--- src/cuPkg.sv ---
package cuPkg;

    localparam int InstrWidth = 32;  // instruction word
    localparam int OpcodeHigh = 31;  // opcode field msb
    localparam int OpcodeLow  = 27;  // opcode field lsb

    // instruction opcodes, kept subset only
    typedef enum logic [4:0] {
        OpLd   = 5'b00000,
        OpLdi  = 5'b00001,
        OpSt   = 5'b00010,
        OpAdd  = 5'b00011,
        OpSub  = 5'b00100,
        OpAnd  = 5'b00101,
        OpOr   = 5'b00110,
        OpRor  = 5'b00111,
        OpRol  = 5'b01000,
        OpShr  = 5'b01001,
        OpShra = 5'b01010,
        OpShl  = 5'b01011,
        OpAddi = 5'b01100,
        OpAndi = 5'b01101,
        OpOri  = 5'b01110,
        OpNeg  = 5'b10001,
        OpNot  = 5'b10010,
        OpBr   = 5'b10011,
        OpNop  = 5'b11010,  // new encoding
        OpHalt = 5'b11011   // new encoding
    } opcodeT;

    // execute sequence shape
    typedef enum logic [2:0] {
        ClassAluReg, ClassAluImm, ClassAluUnary, ClassLoad,
        ClassStore, ClassBranch, ClassNop, ClassHalt
    } instrClassT;

    // alu function select, AluNone when alu idle
    typedef enum logic [3:0] {
        AluNone, AluAdd, AluSub, AluAnd, AluOr, AluRor,
        AluRol, AluShr, AluShra, AluShl, AluNeg, AluNot
    } aluOpT;

    typedef enum logic [3:0] {
        StepClear, StepFetch0, StepFetch1, StepFetch2,
        StepExec1, StepExec2, StepExec3, StepExec4, StepExec5,
        StepHalt
    } stepT;

    typedef struct packed {
        logic pcOut;
        logic mdrOut;
        logic zLowOut;
        logic rOut;
        logic cOut;    // sign-extended constant from ir
    } busSourceT;

    typedef struct packed {
        logic pcIn;
        logic irIn;
        logic yIn;
        logic zIn;
        logic marIn;
        logic mdrIn;
        logic rIn;
        logic conIn;   // condition flip-flop evaluate
    } loadEnableT;

    // register field select from ir
    typedef struct packed {
        logic gra;
        logic grb;
        logic grc;
    } regSelectT;

    typedef struct packed {
        busSourceT  busSource;
        loadEnableT loadEnable;
        regSelectT  regSelect;
        aluOpT      aluOp;
        logic       read;    // memory read into mdr
        logic       write;   // memory write from mdr
        logic       incPc;
        logic       clear;
        logic       halted;
    } controlWordT;         // 25 bits

endpackage

--- src/opcodeDecoder.sv ---
module opcodeDecoder (
    input  logic [cuPkg::InstrWidth-1:0] Ir,
    output cuPkg::instrClassT            Class,
    output cuPkg::aluOpT                 AluOp,
    output logic                         Illegal
);

    cuPkg::opcodeT opcode;  // opcode field of ir

    assign opcode = cuPkg::opcodeT'(Ir[cuPkg::OpcodeHigh:cuPkg::OpcodeLow]);

    always_comb begin
        Class   = cuPkg::ClassNop;  // safe default
        AluOp   = cuPkg::AluNone;
        Illegal = 1'b0;
        case (opcode)
            // register-register alu group
            cuPkg::OpAdd: begin
                Class = cuPkg::ClassAluReg;
                AluOp = cuPkg::AluAdd;
            end
            cuPkg::OpSub: begin
                Class = cuPkg::ClassAluReg;
                AluOp = cuPkg::AluSub;
            end
            cuPkg::OpAnd: begin
                Class = cuPkg::ClassAluReg;
                AluOp = cuPkg::AluAnd;
            end
            cuPkg::OpOr: begin
                Class = cuPkg::ClassAluReg;
                AluOp = cuPkg::AluOr;
            end
            cuPkg::OpRor: begin
                Class = cuPkg::ClassAluReg;
                AluOp = cuPkg::AluRor;
            end
            cuPkg::OpRol: begin
                Class = cuPkg::ClassAluReg;
                AluOp = cuPkg::AluRol;
            end
            cuPkg::OpShr: begin
                Class = cuPkg::ClassAluReg;
                AluOp = cuPkg::AluShr;
            end
            cuPkg::OpShra: begin
                Class = cuPkg::ClassAluReg;
                AluOp = cuPkg::AluShra;  // same flow as shr
            end
            cuPkg::OpShl: begin
                Class = cuPkg::ClassAluReg;
                AluOp = cuPkg::AluShl;
            end
            // immediates reuse add/and/or
            cuPkg::OpAddi: begin
                Class = cuPkg::ClassAluImm;
                AluOp = cuPkg::AluAdd;
            end
            cuPkg::OpAndi: begin
                Class = cuPkg::ClassAluImm;
                AluOp = cuPkg::AluAnd;
            end
            cuPkg::OpOri: begin
                Class = cuPkg::ClassAluImm;
                AluOp = cuPkg::AluOr;
            end
            cuPkg::OpNeg: begin
                Class = cuPkg::ClassAluUnary;
                AluOp = cuPkg::AluNeg;
            end
            cuPkg::OpNot: begin
                Class = cuPkg::ClassAluUnary;
                AluOp = cuPkg::AluNot;
            end
            cuPkg::OpLd, cuPkg::OpLdi: begin
                Class = cuPkg::ClassLoad;    // ld and ldi share the path
                AluOp = cuPkg::AluAdd;       // address = rb + c
            end
            cuPkg::OpSt: begin
                Class = cuPkg::ClassStore;
                AluOp = cuPkg::AluAdd;
            end
            cuPkg::OpBr: begin
                Class = cuPkg::ClassBranch;
                AluOp = cuPkg::AluAdd;       // target = pc + c
            end
            cuPkg::OpNop:  Class = cuPkg::ClassNop;
            cuPkg::OpHalt: Class = cuPkg::ClassHalt;
            default:       Illegal = 1'b1;   // dropped or unassigned opcode
        endcase
    end

endmodule

--- src/stepSequencer.sv ---
module stepSequencer (
    input  logic              Clock,
    input  logic              Reset,
    input  cuPkg::instrClassT Class,
    input  cuPkg::aluOpT      AluOp,
    input  logic              Illegal,
    output cuPkg::stepT       Step,
    output cuPkg::instrClassT ExecClass,
    output cuPkg::aluOpT      ExecAluOp
);

    cuPkg::stepT stepNext;      // next step
    cuPkg::stepT lastStep;      // final execute step of latched class
    logic        inExec;        // currently in an execute step

    // final execute step per class
    function automatic cuPkg::stepT lastExecStep(input cuPkg::instrClassT cls);
        case (cls)
            cuPkg::ClassLoad,
            cuPkg::ClassStore,
            cuPkg::ClassBranch: lastExecStep = cuPkg::StepExec5;  // 5 cycles
            cuPkg::ClassNop:    lastExecStep = cuPkg::StepExec1;  // 1 cycle
            default:            lastExecStep = cuPkg::StepExec3;  // alu groups
        endcase
    endfunction

    assign lastStep = lastExecStep(ExecClass);
    assign inExec   = (Step >= cuPkg::StepExec1) && (Step <= cuPkg::StepExec5);

    always_comb begin
        stepNext = cuPkg::StepClear;  // unused codes fall back to clear
        case (Step)
            cuPkg::StepClear:  stepNext = cuPkg::StepFetch0;
            cuPkg::StepFetch0: stepNext = cuPkg::StepFetch1;
            cuPkg::StepFetch1: stepNext = cuPkg::StepFetch2;
            cuPkg::StepFetch2: begin
                if (Illegal)
                    stepNext = cuPkg::StepClear;   // skip execute entirely
                else if (Class == cuPkg::ClassHalt)
                    stepNext = cuPkg::StepHalt;
                else
                    stepNext = cuPkg::StepExec1;
            end
            cuPkg::StepExec1, cuPkg::StepExec2, cuPkg::StepExec3,
            cuPkg::StepExec4, cuPkg::StepExec5: begin
                if (Step == lastStep)
                    stepNext = cuPkg::StepClear;   // sequence done
                else
                    stepNext = cuPkg::stepT'(Step + 4'd1);
            end
            cuPkg::StepHalt:   stepNext = cuPkg::StepHalt;  // only Reset leaves
            default:           stepNext = cuPkg::StepClear;
        endcase
    end

    always_ff @(posedge Clock or posedge Reset) begin
        if (Reset) begin
            Step      <= cuPkg::StepClear;
            ExecClass <= cuPkg::ClassNop;
            ExecAluOp <= cuPkg::AluNone;
        end else begin
            Step <= stepNext;
            if (Step == cuPkg::StepFetch2) begin
                ExecClass <= Class;   // ir decoded during last fetch step
                ExecAluOp <= AluOp;
            end
        end
    end

    // an execute step never passes the final step of the latched class
    execWithinLength: assert property (@(posedge Clock) disable iff (Reset)
        inExec |-> Step <= lastStep)
        else $error("execute sequence ran past its class length");

    haltHolds: assert property (@(posedge Clock) disable iff (Reset)
        Step == cuPkg::StepHalt |=> Step == cuPkg::StepHalt)
        else $error("sequencer left halt without reset");

endmodule

--- src/controlEncoder.sv ---
module controlEncoder (
    input  cuPkg::stepT        Step,
    input  cuPkg::instrClassT  ExecClass,
    input  cuPkg::aluOpT       ExecAluOp,
    input  logic               ConFf,
    output cuPkg::controlWordT Control
);

    always_comb begin
        Control       = '0;               // everything idle unless set below
        Control.aluOp = cuPkg::AluNone;
        case (Step)
            cuPkg::StepClear: begin
                Control.loadEnable.pcIn = 1'b1;   // pc loads zero
                Control.clear           = 1'b1;
            end
            cuPkg::StepFetch0: begin
                Control.busSource.pcOut  = 1'b1;
                Control.loadEnable.marIn = 1'b1;  // mar = pc
                Control.incPc            = 1'b1;
            end
            cuPkg::StepFetch1: begin
                Control.read             = 1'b1;
                Control.loadEnable.mdrIn = 1'b1;  // instruction into mdr
            end
            cuPkg::StepFetch2: begin
                Control.busSource.mdrOut = 1'b1;
                Control.loadEnable.irIn  = 1'b1;
            end
            cuPkg::StepExec1, cuPkg::StepExec2, cuPkg::StepExec3,
            cuPkg::StepExec4, cuPkg::StepExec5: begin
                case (ExecClass)
                    cuPkg::ClassAluReg, cuPkg::ClassAluImm, cuPkg::ClassAluUnary: begin
                        case (Step)
                            cuPkg::StepExec1: begin
                                Control.regSelect.grb  = 1'b1;  // y = rb
                                Control.busSource.rOut = 1'b1;
                                Control.loadEnable.yIn = 1'b1;
                            end
                            cuPkg::StepExec2: begin
                                Control.loadEnable.zIn = 1'b1;
                                Control.aluOp          = ExecAluOp;
                                if (ExecClass == cuPkg::ClassAluReg) begin
                                    Control.regSelect.grc  = 1'b1;  // second operand rc
                                    Control.busSource.rOut = 1'b1;
                                end else if (ExecClass == cuPkg::ClassAluImm) begin
                                    Control.busSource.cOut = 1'b1;  // immediate operand
                                end
                                // unary ops work on y alone, bus stays idle
                            end
                            cuPkg::StepExec3: begin
                                Control.busSource.zLowOut = 1'b1;  // ra = result
                                Control.regSelect.gra     = 1'b1;
                                Control.loadEnable.rIn    = 1'b1;
                            end
                            default: ;
                        endcase
                    end
                    cuPkg::ClassLoad, cuPkg::ClassStore: begin
                        case (Step)
                            cuPkg::StepExec1: begin
                                Control.regSelect.grb  = 1'b1;  // base register
                                Control.busSource.rOut = 1'b1;
                                Control.loadEnable.yIn = 1'b1;
                            end
                            cuPkg::StepExec2: begin
                                Control.busSource.cOut = 1'b1;  // offset
                                Control.loadEnable.zIn = 1'b1;
                                Control.aluOp          = cuPkg::AluAdd;
                            end
                            cuPkg::StepExec3: begin
                                Control.busSource.zLowOut = 1'b1;  // effective address
                                Control.loadEnable.marIn  = 1'b1;
                            end
                            cuPkg::StepExec4: begin
                                Control.loadEnable.mdrIn = 1'b1;
                                if (ExecClass == cuPkg::ClassLoad) begin
                                    Control.read = 1'b1;           // mdr from memory
                                end else begin
                                    Control.regSelect.gra  = 1'b1;  // mdr from ra
                                    Control.busSource.rOut = 1'b1;
                                end
                            end
                            cuPkg::StepExec5: begin
                                if (ExecClass == cuPkg::ClassLoad) begin
                                    Control.busSource.mdrOut = 1'b1;  // writeback to ra
                                    Control.regSelect.gra    = 1'b1;
                                    Control.loadEnable.rIn   = 1'b1;
                                end else begin
                                    Control.write = 1'b1;
                                end
                            end
                            default: ;
                        endcase
                    end
                    cuPkg::ClassBranch: begin
                        case (Step)
                            cuPkg::StepExec1: begin
                                Control.regSelect.gra    = 1'b1;  // test ra
                                Control.busSource.rOut   = 1'b1;
                                Control.loadEnable.conIn = 1'b1;
                            end
                            cuPkg::StepExec2: begin
                                Control.busSource.pcOut = 1'b1;
                                Control.loadEnable.yIn  = 1'b1;
                            end
                            cuPkg::StepExec3: begin
                                Control.busSource.cOut = 1'b1;  // displacement
                                Control.loadEnable.zIn = 1'b1;
                                Control.aluOp          = cuPkg::AluAdd;
                            end
                            cuPkg::StepExec4: begin
                                if (ConFf)
                                    Control.busSource.zLowOut = 1'b1;  // taken
                                else
                                    Control.incPc = 1'b1;              // fall through
                            end
                            cuPkg::StepExec5: Control.loadEnable.pcIn = ConFf;
                            default: ;
                        endcase
                    end
                    default: ;  // nop step stays all zero
                endcase
            end
            cuPkg::StepHalt: Control.halted = 1'b1;
            default: ;
        endcase
    end

    // single bus, so the datapath tolerates at most one driver
    always_comb begin
        busSingleDriver: assert ($onehot0(Control.busSource))
            else $error("more than one bus source active");
        memNoReadWrite: assert (!(Control.read && Control.write))
            else $error("memory read and write in the same step");
    end

endmodule

--- src/controlUnit.sv ---
module controlUnit (
    input  logic                         Clock,
    input  logic                         Reset,
    input  logic [cuPkg::InstrWidth-1:0] Ir,
    input  logic                         ConFf,
    output cuPkg::controlWordT           Control
);

    cuPkg::instrClassT instrClass;   // decoded, live during fetch2
    cuPkg::aluOpT      aluOp;
    logic              illegal;
    cuPkg::stepT       step;
    cuPkg::instrClassT execClass;    // latched at end of fetch2
    cuPkg::aluOpT      execAluOp;

    opcodeDecoder opcodeDecoder_i (
        .Ir      (Ir),
        .Class   (instrClass),
        .AluOp   (aluOp),
        .Illegal (illegal)
    );

    stepSequencer stepSequencer_i (
        .Clock     (Clock),
        .Reset     (Reset),
        .Class     (instrClass),
        .AluOp     (aluOp),
        .Illegal   (illegal),
        .Step      (step),
        .ExecClass (execClass),
        .ExecAluOp (execAluOp)
    );

    // control word is combinational from step state and ConFf
    controlEncoder controlEncoder_i (
        .Step      (step),
        .ExecClass (execClass),
        .ExecAluOp (execAluOp),
        .ConFf     (ConFf),
        .Control   (Control)
    );

endmodule

--- config.mk ---
export PLATFORM = sky130hd
export DESIGN_NAME = controlUnit
export DESIGN_NICKNAME = d
export VERILOG_FILES = /design/src/cuPkg.sv /design/src/opcodeDecoder.sv /design/src/stepSequencer.sv /design/src/controlEncoder.sv /design/src/controlUnit.sv
export SDC_FILE = /design/constraint.sdc
export NUM_CORES = 1
export LEC_CHECK = 0
export ABC_AREA = 1
export BUFFER_PORTS_ARGS = -buffer_cell sky130_fd_sc_hd__buf_4
export CAP_MARGIN = 15
export CORE_AREA = 2 2 60 62
export CTS_CLUSTER_SIZE = 25
export DETAILED_ROUTE_END_ITERATION = 6
export DIE_AREA = 0 0 62 64
export GPL_ROUTABILITY_DRIVEN = 1
export PLACE_DENSITY = 0.82
export SYNTH_ARGS = -nofsm -noshare
export SYNTH_HDL_FRONTEND = slang
export SYNTH_HIERARCHICAL = 1
export SYNTH_SLANG_ARGS = --single-unit
export TNS_END_PERCENT = 30
--- constraint.sdc ---
create_clock -name Clock -period 2 [get_ports Clock]
set_input_delay 0.2 -clock Clock [delete_from_list [all_inputs] [get_ports Clock]]
set_output_delay 0.2 -clock Clock [all_outputs]
set_load 0.02 [all_outputs]
==> results of run 1 <==
-- cell families (layout without fill, tap and decap cells) --
logic type	count (synthesis)	count (layout)	synth area share (%)
AOI/OAI and AO/OA	17	17	6.59
adders and majority gates	4	4	3.52
xor gates and xnor gates	1	1	0.615
and+or+nand+nor	188	188	57.2
buffers and inverters	46	81	12.6
DFF	11	11	19.5
-- worst max-delay path, cell delays in order, from the launching register on --
cell	delay, ns
dfstp_2	0.59
inv_1	0.13
nor2_2	0.22
nand2_1	0.11
o21ai_0	0.19
buf_4	0.18
-- power by group --
part | internal (mW) | switching, mW
clock network | 0.0769 | 0.0663
logic | 0.497 | 0.877
registers | 0.335 | 0.165
-- cell type report --
cell class	instances	area, sq um
flip-flops and latches	11	278
fillers	349	1530
clock buffers	4	26.3
repair buffers	34	258
well taps	46	57.6
inverters	43	161
multi-input cells	210	970
-- placed cells by master (no fill, tap or decap) --
master         Yosys  routed
or2_1              1       1
inv_1             36      36
o21ai_1            4       4
ha_1               4       4
o21ai_2            1       1
nor2_2             8       9
clkbuf_4           0       3
nand2_1          102     102
nand2_2            5       5
nand3b_1           2       2
clkbuf_1           0       1
buf_4              1      33
nor3_1             2       2
nor2_4             1       1
inv_2              7       7
dfstp_2            2       2
nand3_1           25      25
xnor2_1            1       1
o211ai_1           2       2
o21ai_0            7       7
nand4_1            5       5
a21oi_1            3       3
nand3_2            2       2
nor2_1            35      34
dfrtp_1            9       9
dlygate4sd3_1      0       1
-- worst paths after layout --
check | depth (start not counted) | start | end
worst max register to register | 8 | stepSequencer_i/Step[1] | stepSequencer_i/Step[3]
min in group asynchronous | 3 | Reset | stepSequencer_i/Step[1]
max in group asynchronous | 3 | Reset | stepSequencer_i/ExecClass[1]
worst min-delay path | 5 | Ir[30] | stepSequencer_i/ExecAluOp[3]
worst min register to register | 2 | stepSequencer_i/ExecAluOp[1] | stepSequencer_i/ExecAluOp[1]
worst max-delay path | 5 | stepSequencer_i/ExecClass[2] | Control[22]
-- per-layer routing --
layer | wire [um] | track usage, %
met5 | 0 | 0
met4 | 27 | 5.32
met3 | 195 | 1.21
met2 | 1690 | 32.2
met1 | 1500 | 23.2
-- state kept, by name (all words and copies together), names as in the netlist --
name,flops
stepSequencer_i/ExecClass,3
stepSequencer_i/Step,4
stepSequencer_i/ExecAluOp,4
-- timing repair --
| item | CTS | global route |
|---|---|---|
| endpoints found under the hold margin | 9 | 0 |
| gates resized for setup | 0 | 1 |
| endpoints found under the setup margin | 0 | 2 |
| hold buffers | 1 | 0 |
==> impl_metrics.toml, run 1 <==
[drt]
via_per_inst = 4.86
drt_pass1_iterations = 4
num_vias = 1693
detail_route.wl_per_cell_um = 9.80
drc = 0
antenna_left = 0
first_iter_violations = 80
routed_wl_um = 3410

[final_layout]
stdcell_count = 348
fin_area_sq_um = 1750
utilization_pct = 53.3
area_delta_synth_final_pct = 22.9
diodes = 0
nNetsFinal = 342
drive_above_1_share_pct = 20.9

[power]
p_per_area_nw_per_um2 = 1150
peakVddDrop_mv = 0.347
total_power_mw = 2.02
leakage_nw = 1.04

[logic_synthesis]
yosysUniqueCellTypes = 24
synth_edf_count = 0
netlist_top_cells_area = "nand2_1, dfrtp_1, inv_1, nor2_1, nand3_1"
synth_top_cell_by_area = "nand2_1"
yosysWarnings = 6
synth.top_cells.by_count = "nand2_1, inv_1, nor2_1"
synth_top_area_share_pct = 26.9
synthFlopType = "dfrtp_1"
netlist_area_sq_um = 1420
synth-async-reset-ratio_pct = 100
synth_nets = 306
yosysMostFrequentCell = "nand2_1"
yosysSeqAreaShare_pct = 19.5
synthCells = 267
yosys_register_bits = 11
synth.avg_cell_area_sq_um = 5.33

[status]
status = "finished, final reports clean"

[global_routing]
overflow = 0
grt_max_degree = 12
antenna_found_initial = 0
track_usage_pct = 18.3
grt_pass1_vias = 1497
grt_pass1_wl_um = 5880

[die]
coreArea_sq_um = 3280
rows = 21
start_util_pct = 43.4
io_pins = 60
dieArea_sq_um = 3970
die_h_um = 64
die_x_um = 62

[critical_path]
reg2reg_slack_ns = 0.32
cp.required_ns = 1.80
critPathCaptureType = "output pin"
cp_max_fo = 7
cp.arrival_ns = 1.68
start_kind = "flop"
critical_path_class = "reg2out"

[sta]
tightest_slew_ns = 0.388
finalSetupViolCount = 0
skew_ns = 0.00475
maxSlewHeadroom_pct = 74.1
finalSetupTns_ns = 0
whs_ns = 0.385
min_period_over_period_pct = 93.8
fin_ws_ns = 0.125
post-route-min-period_ns = 1.88
fmax_mhz = 533
maxSlewViolCount = 0
hold_viol = 0

[placed_design]
io_buffers = 32
gp_congestion = 0.946
placed_cells = 343
placed_cell_area_sq_um = 1710
dp_slack_ns = 0.310
dpl.hpwl_um = 2860

[clock_network]
cts_made_buffers = 3
clk_latency_ns = 0.26
h-tree-depth = 1
cts_tree = "built"
cts_setup_buffers = 0
cts_root_buf = "clkbuf_4"
numClockSinks = 11
clk_pin_slew_ns = 0.07
clock_path_buffers = 2

[worst_hold_path]
min-delay-path-class = "in2reg"

[run]
cap_violations = 0
(Power assumes the default switching activity.)
==> inputs of run 2 (changes only) <==
--- a/config.mk
+++ b/config.mk
@@ -8,14 +8,13 @@
 export ABC_AREA = 1
 export BUFFER_PORTS_ARGS = -buffer_cell sky130_fd_sc_hd__buf_4
 export CAP_MARGIN = 15
-export CORE_AREA = 2 2 60 62
+export CORE_AREA = 2 2 55 57
 export CTS_CLUSTER_SIZE = 25
 export DETAILED_ROUTE_END_ITERATION = 6
-export DIE_AREA = 0 0 62 64
+export DIE_AREA = 0 0 57 59
 export GPL_ROUTABILITY_DRIVEN = 1
-export PLACE_DENSITY = 0.82
+export PLACE_DENSITY = 0.86
 export SYNTH_ARGS = -nofsm -noshare
 export SYNTH_HDL_FRONTEND = slang
-export SYNTH_HIERARCHICAL = 1
 export SYNTH_SLANG_ARGS = --single-unit
 export TNS_END_PERCENT = 30
==> run 2 against run 1 <==
Compared with the run above: sequential share of layout area grew 2.5 points; highest routed layer unchanged; synthesized area shrank 16%; via count shrank 18%; worst hold slack lost 0.082 ns; die area shrank 15%; final cell count shrank 21%; utilization grew 2.6 points; non-clock buffer count is the same; worst setup slack lost 0.029 ns.
==> impl_metrics.toml, run 2 <==
[worst_hold_path]
holdPathStages = 3
min-delay-path-class = "in2reg"

[power]
swShare_pct = 53.0
p_clk_share_pct = 7.5
peakVddDrop_mv = 0.913
combinationalPowerShare_pct = 69.7
p_per_area_nw_per_um2 = 1250
power.switching_mw = 1.00
sequentialPowerShare_pct = 22.8
p_int_mw = 0.889
total_power_mw = 1.89
leakage_nw = 0.844

[drt]
detail_route.wl_per_cell_um = 10.6
routed_wl_um = 2910
num_vias = 1394
antenna_left = 0
drc = 0
drt_pass1_iterations = 4
via_per_inst = 5.09
first_iter_violations = 53

[clock_network]
clk_latency_ns = 0.26
clock_path_buffers = 2
cts_made_buffers = 3
cts_root_buf = "clkbuf_4"
numClockSinks = 11
h-tree-depth = 1
clk_pin_slew_ns = 0.06
cts_tree = "built"

[logic_synthesis]
synthCells = 207
synth.top_cells.by_count = "nand2_1, inv_1, nor2_1"
netlist_area_sq_um = 1190
synth_edf_count = 0
synth_top_cell_by_area = "dfrtp_1"
yosysUniqueCellTypes = 24
synth-async-reset-ratio_pct = 100
yosysSeqAreaShare_pct = 23.2
synthFlopType = "dfrtp_1"
netlist_top_cells_area = "dfrtp_1, nand2_1, nand3_1, inv_1, nor2_1"
yosys_register_bits = 11
synth.avg_cell_area_sq_um = 5.77
yosysWarnings = 0
synth_top_area_share_pct = 18.8
synth_nets = 246
yosysMostFrequentCell = "nand2_1"

[final_layout]
mostFrequentLayoutCell = "nand2_1"
diodes = 0
seq_area_sq_um = 278
top_regs = "stepSequencer_i.ExecAluOp (4), stepSequencer_i.Step (4), stepSequencer_i.ExecClass (3)"
utilization_pct = 55.9
nNetsFinal = 283
drive_above_1_share_pct = 24.3
area_delta_synth_final_pct = 26.8
multi_input_area_sq_um = 772
final_cell_mix = "nand2_1, buf_4, inv_1"
fillers = 293

[global_routing]
antenna_found_initial = 0
grt_pass1_vias = 1248
track_usage_pct = 17.5
grt_pass1_wl_um = 4890
grt_max_degree = 13
overflow = 0

[sta]
finalSetupViolCount = 0
whs_ns = 0.304
post-route-min-period_ns = 1.90
skew_ns = 0.00166
fmax_mhz = 525
min_period_over_period_pct = 95.2
hold_viol = 0
tightest_slew_ns = 0.389
maxSlewHeadroom_pct = 74.0
rsz0062_at_grt = "true"
maxSlewViolCount = 0
fin_ws_ns = 0.0959

[critical_path]
critical_path_class = "reg2out"
crit_path_cell_trace = "inv_1, nand3_1, inv_1, o21ai_0, o21ai_0, o21ai_1, buf_4"
reg2reg_depth = 7
cp.required_ns = 1.80
worst_path_dominant_cell_family = "flip-flops"
cp.arrival_ns = 1.70
cp_max_fo = 7
cp_num_cells = 7
crit_path_max_incr_delay_ns = 0.54
start_kind = "flop"
crit_buf_inv = 3
slowest_stage = "dfstp_2"
critPathCaptureType = "output pin"

[die]
coreArea_sq_um = 2710
die_h_um = 59
rows = 19
dieArea_sq_um = 3360
die_x_um = 57
start_util_pct = 44.1
io_pins = 60

[placed_design]
dpl.hpwl_um = 2380
io_buffers = 32
gp_congestion = 0.948
dp_slack_ns = 0.327

[run]
cap_violations = 0

[status]
status = "finished, final reports clean"
-- run 2: cell types whose count changed after synthesis, sizes merged, moves of 2 or more --
cell    before  now
nor3         2    4
o22ai        0    3
o211ai       2    0
nor2        44   35
nand2      107   53
nand4        5    1
o21ai       12   21
inv         43   37
xor2         0    2
-- run 2: worst paths after layout --
path                       slack, ns                            to                          from
max reg2reg                     0.43       stepSequencer_i.Step[1]       stepSequencer_i.Step[0]
min in group asynchronous       0.49       stepSequencer_i.Step[0]                         Reset
min reg2reg                     0.49  stepSequencer_i.ExecAluOp[1]  stepSequencer_i.ExecAluOp[1]
max in group asynchronous       1.19  stepSequencer_i.ExecClass[1]                         Reset
min                             0.30  stepSequencer_i.ExecAluOp[3]                        Ir[28]
max                              0.1                   Control[21]  stepSequencer_i.ExecClass[2]
-- run 2: cells by family (layout without fill, tap and decap cells) --
logic type,Yosys count,count (layout),share of synthesized area (%)
AND/OR/NAND/NOR,121,121,44.5
buffers and inverters,40,76,13.2
AO/OA/AOI/OAI,29,29,13.4
flip-flops,11,11,23.2
adder cells (fa/ha/maj),4,4,4.19
XOR/XNOR,2,2,1.47
-- run 2: layer usage --
layer,routed length (um),up-vias,track usage [%]
met5,0,-,0
met4,31,0,7.31
met3,141,2,0.655
met2,1390,39,30.5
met1,1340,621,22.8
li1,-,732,-
-- run 2: repair_timing --
action	4_1_cts	5_1_grt
hold buffers	1	0
gates resized for setup	0	6
setup endpoints to repair	0	6
buffers inserted	0	0
endpoints found under the hold margin	9	0
-- run 2: final cells by class --
type,count,share of cell area [%]
timing repair buffer,34,17.0
inverter,38,9.41
multi-input combinational,156,50.9
tap,31,2.56
sequential,11,18.3
clock buffer,4,1.73
-- run 2: power groups by stage --
stage | clock [mW] | combinational [mW] | sequential [mW]
finish | 0.142 | 1.32 | 0.431
global placement | 0 | 1.26 | 0.428
global route | 0.159 | 1.47 | 0.446
detailed placement | 0 | 1.28 | 0.431
floorplan | 0 | 0.891 | 0.414
CTS | 0.146 | 1.29 | 0.427
-- run 2: through the flow --
| step | instances | setup TNS, ns | area, sq um |
|---|---|---|---|
| 6_report | 274 | 0 | 1520 |
| 5_1_grt | 274 | -0.0118 | 1520 |
| 4_1_cts | 274 | 0 | 1500 |
| 3_5_place_dp | 269 | 0 | 1470 |
| 3_3_place_gp | 269 | 0 | 1470 |
| 2_1_floorplan | 207 | 0 | 1190 |
-- run 2: worst reg2reg max path, stage by stage (launching register included) --
cell      delay, ns
dfrtp_1        0.43
ha_1           0.28
nand2_1        0.18
nand3_1        0.10
nor2_1         0.16
clkinv_1       0.13
nand3_1        0.10
nand3_1        0.07
